[src/verilog/eqv_algo_pkg.sv]
package eqv_algo_pkg;

  // Test-scale Equihash, N = 48 and K = 3
  localparam int EQV_N = 48;
  localparam int EQV_K = 3;

  // Each level of the tree clears one collision slice of the string
  localparam int EQV_COLL_BITS = EQV_N / (EQV_K + 1);

  // An index selects one of 2**(collision bits + 1) strings
  localparam int EQV_IDX_BITS = EQV_COLL_BITS + 1;
  localparam int EQV_SOL_LEN  = 1 << EQV_K;
  localparam int EQV_SOL_BITS = EQV_SOL_LEN * EQV_IDX_BITS;

  typedef logic [EQV_IDX_BITS-1:0] eqv_idx_t;
  typedef logic [EQV_N-1:0]        eqv_str_t;
  typedef logic [63:0]             eqv_seed_t;

  // Stage state shared by the index unpacker and the bus slave
  typedef enum logic {
    ST_IDLE = 1'b0,
    ST_RUN  = 1'b1
  } eqv_run_e;

endpackage

[src/verilog/eqv_bus_pkg.sv]
package eqv_bus_pkg;

  localparam int EQV_WB_DW = 32;
  localparam int EQV_WB_AW = 3;

  // Word addresses of the host registers
  typedef enum logic [EQV_WB_AW-1:0] {
    SEED_LO = 3'd0,
    SEED_HI = 3'd1,
    SOL0    = 3'd2,
    SOL1    = 3'd3,
    SOL2    = 3'd4,
    SOL3    = 3'd5,
    CTRL    = 3'd6,
    STATUS  = 3'd7
  } eqv_reg_e;

  typedef logic [3:0] eqv_mask_t;

  // Flag positions inside eqv_mask_t
  localparam int XOR_NON_ZERO   = 0;
  localparam int BAD_ZERO_ORDER = 1;
  localparam int BAD_IDX_ORDER  = 2;
  localparam int DUPLICATE_FND  = 3;

  // Bit positions in the STATUS word
  localparam int STAT_DONE     = 0;
  localparam int STAT_BUSY     = 1;
  localparam int STAT_MASK_LSB = 4;

endpackage

[src/verilog/eqv_index_hash.sv]
module eqv_index_hash #(
  parameter int HASH_ROUNDS = 4
) (
  input  logic                    i_clk,
  input  logic                    i_rst,
  input  logic                    i_start,
  input  eqv_algo_pkg::eqv_seed_t i_seed,
  input  logic                    i_val,
  input  logic                    i_last,
  input  eqv_algo_pkg::eqv_idx_t  i_idx,
  output logic                    o_val,
  output logic                    o_last,
  output eqv_algo_pkg::eqv_str_t  o_str
);
  import eqv_algo_pkg::*;

  eqv_seed_t              seed_q;
  logic [63:0]            stg_q [HASH_ROUNDS];
  logic [HASH_ROUNDS-1:0] val_q;
  logic [HASH_ROUNDS-1:0] last_q;

  // One add-rotate-xor round; the round number lands in the low byte
  function automatic logic [63:0] mix_round(
    input logic [63:0] w,
    input eqv_seed_t   k,
    input int unsigned r
  );
    logic [63:0] s;
    logic [63:0] t;
    s = w + k;
    t = {s[50:0], s[63:51]};
    t[7:0] = t[7:0] ^ r[7:0];
    return t;
  endfunction

  always_ff @(posedge i_clk) begin
    if (i_start) begin
      seed_q <= i_seed;
    end
  end

  // One register per round, so each string trails its index by HASH_ROUNDS cycles
  always_ff @(posedge i_clk) begin
    stg_q[0] <= mix_round(64'(i_idx), seed_q, 0);
    for (int r = 1; r < HASH_ROUNDS; r++) begin
      stg_q[r] <= mix_round(stg_q[r-1], seed_q, r);
    end
  end

  always_ff @(posedge i_clk) begin
    if (i_rst) begin
      val_q  <= '0;
      last_q <= '0;
    end else begin
      val_q[0]  <= i_val;
      last_q[0] <= i_val & i_last;
      for (int r = 1; r < HASH_ROUNDS; r++) begin
        val_q[r]  <= val_q[r-1];
        last_q[r] <= last_q[r-1];
      end
    end
  end

  assign o_val  = val_q[HASH_ROUNDS-1];
  assign o_last = last_q[HASH_ROUNDS-1];
  assign o_str  = stg_q[HASH_ROUNDS-1][63 -: EQV_N];

endmodule

[src/verilog/eqv_index_rules.sv]
module eqv_index_rules (
  input  logic                   i_clk,
  input  logic                   i_rst,
  input  logic                   i_val,
  input  logic                   i_first,
  input  logic                   i_last,
  input  eqv_algo_pkg::eqv_idx_t i_idx,
  output logic                   o_res_val,
  output logic                   o_bad_idx_order,
  output logic                   o_dup_fnd
);
  import eqv_algo_pkg::*;

  localparam int CNT_W = $clog2(EQV_SOL_LEN);

  eqv_idx_t         idx_q [EQV_SOL_LEN];
  logic [CNT_W-1:0] wp_q;
  logic             eval_q;

  // A first index always lands in slot 0
  always_ff @(posedge i_clk) begin
    if (i_val) begin
      if (i_first) begin
        idx_q[0] <= i_idx;
      end else begin
        idx_q[wp_q] <= i_idx;
      end
    end
  end

  always_ff @(posedge i_clk) begin
    if (i_rst) begin
      wp_q   <= '0;
      eval_q <= 1'b0;
    end else begin
      eval_q <= i_val & i_last;
      if (i_val) begin
        wp_q <= i_first ? CNT_W'(1) : wp_q + 1'b1;
      end
    end
  end

  // Checked on the cycle after last, when all slots hold the new solution
  always_comb begin
    o_bad_idx_order = 1'b0;
    o_dup_fnd       = 1'b0;
    for (int h = 1; h <= EQV_K; h++) begin
      // Left sibling starts at b*2**h, right sibling 2**(h-1) later
      for (int b = 0; b < (EQV_SOL_LEN >> h); b++) begin
        if (idx_q[b << h] >= idx_q[(b << h) + (1 << (h - 1))]) begin
          o_bad_idx_order = 1'b1;
        end
      end
    end
    for (int i = 0; i < EQV_SOL_LEN; i++) begin
      for (int j = i + 1; j < EQV_SOL_LEN; j++) begin
        if (idx_q[i] == idx_q[j]) begin
          o_dup_fnd = 1'b1;
        end
      end
    end
  end

  assign o_res_val = eval_q;

  // The unpacker must leave a gap after a solution for the checks to settle
  a_no_idx_in_eval: assert property (@(posedge i_clk) disable iff (i_rst)
    eval_q |-> !i_val);

endmodule

[src/verilog/eqv_index_unpack.sv]
module eqv_index_unpack (
  input  logic                                  i_clk,
  input  logic                                  i_rst,
  input  logic                                  i_start,
  input  logic [eqv_algo_pkg::EQV_SOL_BITS-1:0] i_sol,
  output logic                                  o_val,
  output logic                                  o_first,
  output logic                                  o_last,
  output eqv_algo_pkg::eqv_idx_t                o_idx
);
  import eqv_algo_pkg::*;

  localparam int CNT_W = $clog2(EQV_SOL_LEN);

  eqv_run_e              state;
  logic [CNT_W-1:0]      cnt_q;
  logic [EQV_SOL_BITS-1:0] sh_q;

  // The solution is taken whole at start, so later bus writes cannot disturb it
  always_ff @(posedge i_clk) begin
    if (i_start) begin
      sh_q <= i_sol;
    end else if (state == ST_RUN) begin
      sh_q <= sh_q >> EQV_IDX_BITS;
    end
  end

  always_ff @(posedge i_clk) begin
    if (i_rst) begin
      state <= ST_IDLE;
      cnt_q <= '0;
    end else begin
      case (state)
        ST_IDLE: begin
          cnt_q <= '0;
          if (i_start) begin
            state <= ST_RUN;
          end
        end
        ST_RUN: begin
          cnt_q <= cnt_q + 1'b1;
          if (cnt_q == CNT_W'(EQV_SOL_LEN - 1)) begin
            state <= ST_IDLE;
            cnt_q <= '0;
          end
        end
        default: state <= ST_IDLE;
      endcase
    end
  end

  // Fields leave from the least significant end
  assign o_idx   = sh_q[EQV_IDX_BITS-1:0];
  assign o_val   = (state == ST_RUN);
  assign o_first = o_val && (cnt_q == '0);
  assign o_last  = (cnt_q == CNT_W'(EQV_SOL_LEN - 1));

  a_last_val: assert property (@(posedge i_clk) disable iff (i_rst)
    o_last |-> o_val);

endmodule

[src/verilog/eqv_top.sv]
module eqv_top #(
  parameter int HASH_ROUNDS = 4
) (
  input  logic                              i_clk,
  input  logic                              i_rst,
  input  logic                              i_wb_cyc,
  input  logic                              i_wb_stb,
  input  logic                              i_wb_we,
  input  logic [eqv_bus_pkg::EQV_WB_AW-1:0] i_wb_adr,
  input  logic [eqv_bus_pkg::EQV_WB_DW-1:0] i_wb_dat,
  output logic [eqv_bus_pkg::EQV_WB_DW-1:0] o_wb_dat,
  output logic                              o_wb_ack
);
  import eqv_algo_pkg::*;

  logic                    start;
  eqv_seed_t               seed;
  logic [EQV_SOL_BITS-1:0] sol;
  logic                    idx_val;
  logic                    idx_first;
  logic                    idx_last;
  eqv_idx_t                idx;
  logic                    str_val;
  logic                    str_last;
  eqv_str_t                str;
  logic                    xor_val;
  logic                    xor_non_zero;
  logic                    bad_zero_order;
  logic                    rule_val;
  logic                    bad_idx_order;
  logic                    dup_fnd;

  eqv_wb_regs u_regs (
    .i_clk       (i_clk),
    .i_rst       (i_rst),
    .i_wb_cyc    (i_wb_cyc),
    .i_wb_stb    (i_wb_stb),
    .i_wb_we     (i_wb_we),
    .i_wb_adr    (i_wb_adr),
    .i_wb_dat    (i_wb_dat),
    .o_wb_dat    (o_wb_dat),
    .o_wb_ack    (o_wb_ack),
    .i_xor_val   (xor_val),
    .i_xor_mask  ({bad_zero_order, xor_non_zero}),
    .i_rule_val  (rule_val),
    .i_rule_mask ({dup_fnd, bad_idx_order}),
    .o_start     (start),
    .o_seed      (seed),
    .o_sol       (sol)
  );

  eqv_index_unpack u_unpack (
    .i_clk   (i_clk),
    .i_rst   (i_rst),
    .i_start (start),
    .i_sol   (sol),
    .o_val   (idx_val),
    .o_first (idx_first),
    .o_last  (idx_last),
    .o_idx   (idx)
  );

  eqv_index_hash #(
    .HASH_ROUNDS (HASH_ROUNDS)
  ) u_hash (
    .i_clk   (i_clk),
    .i_rst   (i_rst),
    .i_start (start),
    .i_seed  (seed),
    .i_val   (idx_val),
    .i_last  (idx_last),
    .i_idx   (idx),
    .o_val   (str_val),
    .o_last  (str_last),
    .o_str   (str)
  );

  eqv_xor_check u_xor (
    .i_clk            (i_clk),
    .i_rst            (i_rst),
    .i_val            (str_val),
    .i_last           (str_last),
    .i_str            (str),
    .o_res_val        (xor_val),
    .o_xor_non_zero   (xor_non_zero),
    .o_bad_zero_order (bad_zero_order)
  );

  eqv_index_rules u_rules (
    .i_clk           (i_clk),
    .i_rst           (i_rst),
    .i_val           (idx_val),
    .i_first         (idx_first),
    .i_last          (idx_last),
    .i_idx           (idx),
    .o_res_val       (rule_val),
    .o_bad_idx_order (bad_idx_order),
    .o_dup_fnd       (dup_fnd)
  );

endmodule

[src/verilog/eqv_wb_regs.sv]
module eqv_wb_regs (
  input  logic                                       i_clk,
  input  logic                                       i_rst,
  input  logic                                       i_wb_cyc,
  input  logic                                       i_wb_stb,
  input  logic                                       i_wb_we,
  input  logic [eqv_bus_pkg::EQV_WB_AW-1:0]          i_wb_adr,
  input  logic [eqv_bus_pkg::EQV_WB_DW-1:0]          i_wb_dat,
  output logic [eqv_bus_pkg::EQV_WB_DW-1:0]          o_wb_dat,
  output logic                                       o_wb_ack,
  input  logic                                       i_xor_val,
  input  logic [1:0]                                 i_xor_mask,
  input  logic                                       i_rule_val,
  input  logic [1:0]                                 i_rule_mask,
  output logic                                       o_start,
  output eqv_algo_pkg::eqv_seed_t                    o_seed,
  output logic [eqv_algo_pkg::EQV_SOL_BITS-1:0]      o_sol
);
  import eqv_algo_pkg::*;
  import eqv_bus_pkg::*;

  localparam int SOL_WORDS = (EQV_SOL_BITS + EQV_WB_DW - 1) / EQV_WB_DW;

  eqv_reg_e                  reg_sel;
  logic                      bus_req;
  logic                      wr_en;
  logic                      start_req;
  logic [1:0]                sol_word;
  eqv_seed_t                 seed_q;
  logic [EQV_WB_DW-1:0]      sol_q [SOL_WORDS];
  logic [SOL_WORDS*EQV_WB_DW-1:0] sol_flat;
  logic [EQV_WB_DW-1:0]      rd_word;
  eqv_run_e                  run_st;
  logic                      done_q;
  logic                      got_xor;
  logic                      got_rule;
  eqv_mask_t                 acc_mask;
  eqv_mask_t                 acc_next;
  eqv_mask_t                 mask_q;

  assign reg_sel   = eqv_reg_e'(i_wb_adr);
  assign bus_req   = i_wb_cyc & i_wb_stb & ~o_wb_ack;
  assign wr_en     = bus_req & i_wb_we;
  assign start_req = wr_en && (reg_sel == CTRL) && (run_st == ST_IDLE);
  assign sol_word  = 2'(i_wb_adr - SOL0);

  // Seed and solution words, written on the edge that raises ack
  always_ff @(posedge i_clk) begin
    if (wr_en) begin
      case (reg_sel)
        SEED_LO: seed_q[31:0] <= i_wb_dat;
        SEED_HI: seed_q[63:32] <= i_wb_dat;
        SOL0, SOL1, SOL2, SOL3: sol_q[sol_word] <= i_wb_dat;
        default: ;
      endcase
    end
  end

  always_comb begin
    for (int w = 0; w < SOL_WORDS; w++) begin
      sol_flat[w*EQV_WB_DW +: EQV_WB_DW] = sol_q[w];
    end
  end

  assign o_seed = seed_q;
  assign o_sol  = sol_flat[EQV_SOL_BITS-1:0];

  always_comb begin
    rd_word = '0;
    case (reg_sel)
      SEED_LO: rd_word = seed_q[31:0];
      SEED_HI: rd_word = seed_q[63:32];
      SOL0, SOL1, SOL2, SOL3: rd_word = sol_q[sol_word];
      STATUS: begin
        rd_word[STAT_DONE] = done_q;
        rd_word[STAT_BUSY] = (run_st == ST_RUN);
        rd_word[STAT_MASK_LSB +: $bits(eqv_mask_t)] = mask_q;
      end
      default: rd_word = '0;
    endcase
  end

  always_ff @(posedge i_clk) begin
    if (bus_req) begin
      o_wb_dat <= rd_word;
    end
  end

  // Merge whichever stage results arrive this cycle into the pending mask
  always_comb begin
    acc_next = acc_mask;
    if (i_xor_val) begin
      acc_next[BAD_ZERO_ORDER:XOR_NON_ZERO] = i_xor_mask;
    end
    if (i_rule_val) begin
      acc_next[DUPLICATE_FND:BAD_IDX_ORDER] = i_rule_mask;
    end
  end

  always_ff @(posedge i_clk) begin
    if (i_rst) begin
      o_wb_ack <= 1'b0;
      o_start  <= 1'b0;
      run_st   <= ST_IDLE;
      done_q   <= 1'b0;
      got_xor  <= 1'b0;
      got_rule <= 1'b0;
      acc_mask <= '0;
      mask_q   <= '0;
    end else begin
      o_wb_ack <= bus_req;
      o_start  <= start_req;
      case (run_st)
        ST_IDLE: begin
          if (start_req) begin
            run_st   <= ST_RUN;
            done_q   <= 1'b0;
            got_xor  <= 1'b0;
            got_rule <= 1'b0;
            acc_mask <= '0;
            mask_q   <= '0;
          end
        end
        ST_RUN: begin
          acc_mask <= acc_next;
          got_xor  <= got_xor | i_xor_val;
          got_rule <= got_rule | i_rule_val;
          // Both checks reported, so publish the mask and drop busy together
          if ((got_xor | i_xor_val) && (got_rule | i_rule_val)) begin
            run_st <= ST_IDLE;
            done_q <= 1'b1;
            mask_q <= acc_next;
          end
        end
        default: run_st <= ST_IDLE;
      endcase
    end
  end

  a_ack_single: assert property (@(posedge i_clk) disable iff (i_rst)
    o_wb_ack |=> !o_wb_ack);

endmodule

[src/verilog/eqv_xor_check.sv]
module eqv_xor_check (
  input  logic                   i_clk,
  input  logic                   i_rst,
  input  logic                   i_val,
  input  logic                   i_last,
  input  eqv_algo_pkg::eqv_str_t i_str,
  output logic                   o_res_val,
  output logic                   o_xor_non_zero,
  output logic                   o_bad_zero_order
);
  import eqv_algo_pkg::*;

  localparam int CNT_W = $clog2(EQV_SOL_LEN);

  logic [CNT_W-1:0] cnt_q;
  eqv_str_t         acc_q [1:EQV_K];
  eqv_str_t         blk [1:EQV_K];
  logic             bad_q;
  logic             bad_now;
  logic             bad_run;

  always_comb begin
    bad_now = 1'b0;
    for (int h = 1; h <= EQV_K; h++) begin
      // A level-h block covers 2**h strings and opens on an aligned count
      if ((int'(cnt_q) % (1 << h)) == 0) begin
        blk[h] = i_str;
      end else begin
        blk[h] = acc_q[h] ^ i_str;
      end
      // On the closing string the top h slices must have cancelled
      if ((int'(cnt_q) % (1 << h)) == (1 << h) - 1) begin
        if ((blk[h] >> (EQV_N - h * EQV_COLL_BITS)) != '0) begin
          bad_now = 1'b1;
        end
      end
    end
    bad_run = (cnt_q == '0) ? bad_now : (bad_q | bad_now);
  end

  always_ff @(posedge i_clk) begin
    if (i_val) begin
      for (int h = 1; h <= EQV_K; h++) begin
        acc_q[h] <= blk[h];
      end
    end
  end

  always_ff @(posedge i_clk) begin
    if (i_rst) begin
      cnt_q            <= '0;
      bad_q            <= 1'b0;
      o_res_val        <= 1'b0;
      o_xor_non_zero   <= 1'b0;
      o_bad_zero_order <= 1'b0;
    end else begin
      o_res_val <= i_val & i_last;
      if (i_val) begin
        cnt_q <= i_last ? '0 : cnt_q + 1'b1;
        bad_q <= bad_run;
        if (i_last) begin
          // The top-level block is the XOR of the whole solution
          o_xor_non_zero   <= |blk[EQV_K];
          o_bad_zero_order <= bad_run;
        end
      end
    end
  end

endmodule
[config.mk]
export PLATFORM = sky130hd
export DESIGN_NAME = eqv_top
export DESIGN_NICKNAME = d
export VERILOG_FILES = /design/src/verilog/eqv_algo_pkg.sv /design/src/verilog/eqv_bus_pkg.sv /design/src/verilog/eqv_index_hash.sv /design/src/verilog/eqv_index_rules.sv /design/src/verilog/eqv_index_unpack.sv /design/src/verilog/eqv_top.sv /design/src/verilog/eqv_wb_regs.sv /design/src/verilog/eqv_xor_check.sv
export SDC_FILE = /design/constraint.sdc
export NUM_CORES = 2
export LEC_CHECK = 0
export ABC_AREA = 1
export BUFFER_PORTS_ARGS = -buffer_cell sky130_fd_sc_hd__buf_2
export CELL_PAD_IN_SITES_DETAIL_PLACEMENT = 1
export CELL_PAD_IN_SITES_GLOBAL_PLACEMENT = 1
export CORE_MARGIN = 10
export CORE_UTILIZATION = 49
export DETAILED_ROUTE_END_ITERATION = 16
export PLACE_DENSITY_LB_ADDON = 0.1
export SETUP_SLACK_MARGIN = 0.05
export SYNTH_ARGS = -nofsm -noshare
export SYNTH_HDL_FRONTEND = slang
export SYNTH_SLANG_ARGS = --single-unit
[constraint.sdc]
create_clock -name i_clk -period 6.8 [get_ports i_clk]
set_input_delay 0.68 -clock i_clk [delete_from_list [all_inputs] [get_ports i_clk]]
set_output_delay 0.68 -clock i_clk [all_outputs]
set_load 0.01 [all_outputs]
==> Flow_metrics.wiki <==
{| class="wikitable"
! Metric !! Value
|-
| Initial core utilization || 49.43%
|-
| Count of flip-flops with a built-in enable after synthesis || 580
|-
| Final hold viol count || 0
|-
| GRT Overall Usage || 35.51%
|-
| Setup repair after global routing missed its margin || no
|-
| Most common cell on crit path || nand2_1
|-
| Xor/xnor share of the synthesized area || 7.292%
|-
| Top fanout value on the critical path || 5
|-
| Mux cell area share after synthesis || 0%
|-
| Largest net degree at the start of global routing || 100
|-
| Crit start category || flip-flop
|-
| Worst clock skew || 65.89 ps
|-
| Data arrival time of the worst path || 4060 ps
|-
| Yosys warns || 0
|-
| Post-synth top flop || edfxtp_1
|-
| CTS tree || built
|-
| Crit path buf inv count || 1
|-
| Layout cells sized above 1 || 5.187%
|-
| Cell Chain, Critical Path || inv_1 -> fa_1 -> nand3b_1 -> nand2_1 -> a21boi_2 -> o21ai_1 -> a21boi_1 -> o21ai_1 -> nand2_1 -> nand3_1 -> nand2_1
|-
| H-tree depth reported by CTS || 3
|-
| Floorplan row count || 114
|-
| Setup slack after layout || 3278 ps
|-
| Highest layer used for signal routing || met5
|-
| Power density over the cells || 213.8 mW/mm^2
|-
| Vias per Instance || 6.048
|-
| Initial antenna violation count || 12
|-
| Avg WL per Cell || 28.93 um
|-
| Worst slew slack as a fraction of its limit || 8.115%
|-
| Required time of the critical path || 7330 ps
|-
| Area added between synthesis and finish || 10.32%
|-
| Adder-Cell Fraction of Synth Area || 7.611%
|-
| Met2 wire length || 91420 um
|-
| Clock-pin slew on the worst setup and hold paths || 60 ps
|-
| Number of synthesized register bits || 843
|-
| Most common cell after layout, fill and taps aside || nand2_1
|-
| Endpoint kind of the worst setup timing path || flip-flop
|-
| Cell-internal power || 8.616 mW
|-
| DRC Markers || 0
|-
| WHS Path Cells || 3
|-
| Final period demand of the worst path || 3522 ps
|-
| Core Area || 0.09671 sq mm
|-
| Top Family by Delay on Critical Path || compound AO/OA/AOI/OAI gates
|-
| Worst hold path startpoint || i_wb_cyc
|-
| Length of routed met3 wiring || 18400 um
|-
| Peak ir drop on the vdd network || 0.0002113 V
|-
| Commonest cells after routing, fill and taps aside || nand2_1, inv_1, nor2_1
|-
| Leakage component of the power || 21.76 nW
|-
| Async set or reset register ratio after synthesis || 0%
|-
| Average instance area after synthesis || 8.527 sq um
|-
| Port Buffer Count || 72
|-
| Combinational cell fraction of total power || 5.0%
|-
| Worst Hold End || u_regs.o_wb_ack
|-
| Part of the Yosys area used for sequential elements || 47.45%
|-
| Final setup TNS || 0 ps
|-
| Final cycle utilization of the critical path || 51.80%
|-
| Clock tree root driver cell || clkbuf_16
|-
| Number of instances in the synthesized netlist || 5606
|-
| Die span in x || 332.3 um
|-
| Reg-to-reg endpoint || u_hash.stg_q[1][11]
|-
| Routed length on met1 || 81450 um
|-
| Slowest cell on crit path || o21ai_1
|-
| Die Span Y || 332.3 um
|-
| Setup slack of the most critical reg-to-reg path || 3280 ps
|-
| Fraction of the mapped netlist area in simple logic gates || 20.63%
|-
| Num CTS Buffers || 91
|-
| Seq pwr share || 49.9%
|-
| Start-to-end type of the worst setup path || flip-flop to flip-flop
|-
| Switching part of the total || 23.57%
|-
| Outcome || completed
|-
| Clock net sink count || 843
|-
| Maximum clock insertion buffer count || 3
|-
| Layout fillers || 11.41k
|-
| Global-route wire length before repair || 293800 um
|-
| Top-level port count || 73
|-
| Pre-CTS worst setup slack || 3088 ps
|-
| Post-synth design cell area || 0.04780 sq mm
|-
| Area occupied by registers || 0.02269 sq mm
|-
| GP Congestion || 1.042
|-
| Insertion delay of the later-clocked pin in the worst-skew pair || 700 ps
|-
| Aggregate global routing overflow || 0
|-
| Max stage delay on crit path || 620 ps
|-
| Sw Pwr || 2.657 mW
|-
| Vias in the first global route || 43.56k
|-
| Clk pwr share || 45.1%
|-
| Post-detailed-route count of antenna-violating nets || 0
|-
| Number of pins exceeding their max-slew limit in the final report || 0
|-
| Number of buffers inserted by post-CTS setup repair || 0
|-
| Worst reg2reg startpoint || u_hash.seed_q[1]
|-
| Total routed wirelength || 203800 um
|-
| Hold crit path type || input port to flip-flop
|-
| Area of the multi-input gates || 0.02206 sq mm
|-
| Compound-gate portion of the synthesized area || 10.46%
|-
| Overall via count from detail_route || 42.61k
|-
| 1st-iter DRT viols || 4452
|-
| Setup violations, final || 0
|-
| Count of max-cap constraint violations || 0
|-
| Post-DP HPWL || 156100 um
|-
| Count of cells along the worst register-to-register path || 11
|-
| Number of different library cells in the post-synthesis netlist || 52
|-
| Final layout net count || 6016
|-
| Hold bufs inserted after CTS || 0
|-
| Highest attainable clock frequency || 283.9 MHz
|-
| Dominant combinational cell family by area after synthesis || simple AND/OR/NAND/NOR gates
|-
| Post-synth net total || 5935
|-
| Die area || 0.1105 sq mm
|-
| Worst-Margin Slew || 1373 ps
|-
| Resized Gates After CTS || 0
|-
| DRT Pass-1 Iters || 6
|}
==> area by class of cell <==
cell class / count / area share, %
multi-input cells: 3930 / 41.83
well taps: 1276 / 3.027
diodes: 5 / 0.02373
clock buffers: 116 / 4.610
flip-flops and latches: 843 / 43.02
clock inverters: 54 / 1.163
inverters: 706 / 5.030
repair buffers: 115 / 1.295
==> through the flow <==
step | hold slack (ps) | total power [mW] | cells | cell area (sq um) | util (%)
global route | 272.4 | 11.54 | 7041 | 52730 | 54.52
floorplan | 388.3 | 6.027 | 5606 | 47800 | -
CTS | 235.4 | 11.29 | 7040 | 52720 | 54.52
detailed placement | 389.0 | 6.278 | 6870 | 49680 | 51.37
finish | 257.9 | 11.27 | 7045 | 52740 | 54.53
global placement | 383.7 | 6.258 | 6870 | 49680 | 51.37
==> worst reg2reg max path, delay by kind of cell, from the launching register on <==
kind | cells | cell delay [ps]
AOI/OAI and AO/OA | 4 | 1500
and+or+nand+nor | 5 | 740
DFF | 1 | 490
adders and majority gates | 1 | 480
buffers and inverters | 1 | 180
==> per-layer routing <==
metal  up-vias  track usage [%]
met5         -                0
met2      2121            56.95
li1      18900                -
met4        12            18.13
met1     20970            44.92
met3       608            7.612
==> state kept, by name, indices dropped and copies added, names as in the netlist, 3 cells and up <==
register / count
u_hash.stg_q: 227
u_regs.sol_q: 128
u_rules.idx_q: 104
u_unpack.sh_q: 104
u_xor.acc_q: 84
u_hash.seed_q: 64
u_regs.o_seed: 64
u_regs.o_wb_dat: 32
u_hash.last_q: 4
u_hash.val_q: 4
u_regs.acc_mask: 4
u_regs.mask_q: 4
u_rules.wp_q: 3
u_unpack.cnt_q: 3
u_xor.cnt_q: 3
==> cell usage after synthesis, drive strengths merged (9+ instances only) <==
cell type  number  area [sq um]
nand2        1338          5047
inv           700          2628
nor2          606          2302
edfxtp        580         17420
a21oi         301          1514
ha            286          3578
dfxtp         263          5265
xor2          237          2076
nand3         228          1151
o21ai         205          1052
xnor2         161          1410
clkbuf        120         451.7
nand4          95         594.3
o22ai          86         538.0
nor3           74         390.4
a22oi          58         435.4
a21o           44         332.8
a31oi          37         231.5
nor4           32         200.2
o21bai         29         217.7
a21boi         20         153.9
o2111ai        15         131.4
nand3b         14         105.1
o211ai         14         105.1
o21a           10         76.32
o221ai         10         87.58
a211oi          9         67.56
==> power groups by stage <==
stage,sequential [mW],combinational (mW),clock (mW)
final,5.63,0.566,5.08
after CTS,5.62,0.555,5.11
after detailed placement,5.73,0.544,0
after global placement,5.73,0.527,0
after global routing,5.63,0.614,5.30
after floorplan,5.70,0.330,0
==> logic make-up (layout without fill, tap and decap cells) <==
kind of cell | count (synthesis) | in the layout
AOI/OAI and AO/OA | 845 | 845
other | 0 | 5
adders and majority gates | 289 | 289
DFF | 843 | 843
xor gates and xnor gates | 398 | 398
buffers and inverters | 833 | 991
and+or+nand+nor | 2398 | 2398
==> how the worst max path moves through the flow <==
stage                startpoint             endpoint  slack (ps)  depth (start not counted)
5_1_grt          u_xor.cnt_q[0]          u_xor.bad_q        3060                         12
3_5_place_dp        i_wb_adr[1]  u_regs.sol_q[1][30]        3090                          5
4_1_cts        u_hash.seed_q[1]   u_hash.stg_q[1][7]        3320                         11
6_report       u_hash.seed_q[1]  u_hash.stg_q[1][11]        3280                         11
3_3_place_gp        i_wb_adr[1]  u_regs.sol_q[1][30]        3250                          5
2_1_floorplan          i_wb_stb     u_regs.o_seed[0]         690                          4
Power figures use the tool's default switching activity.
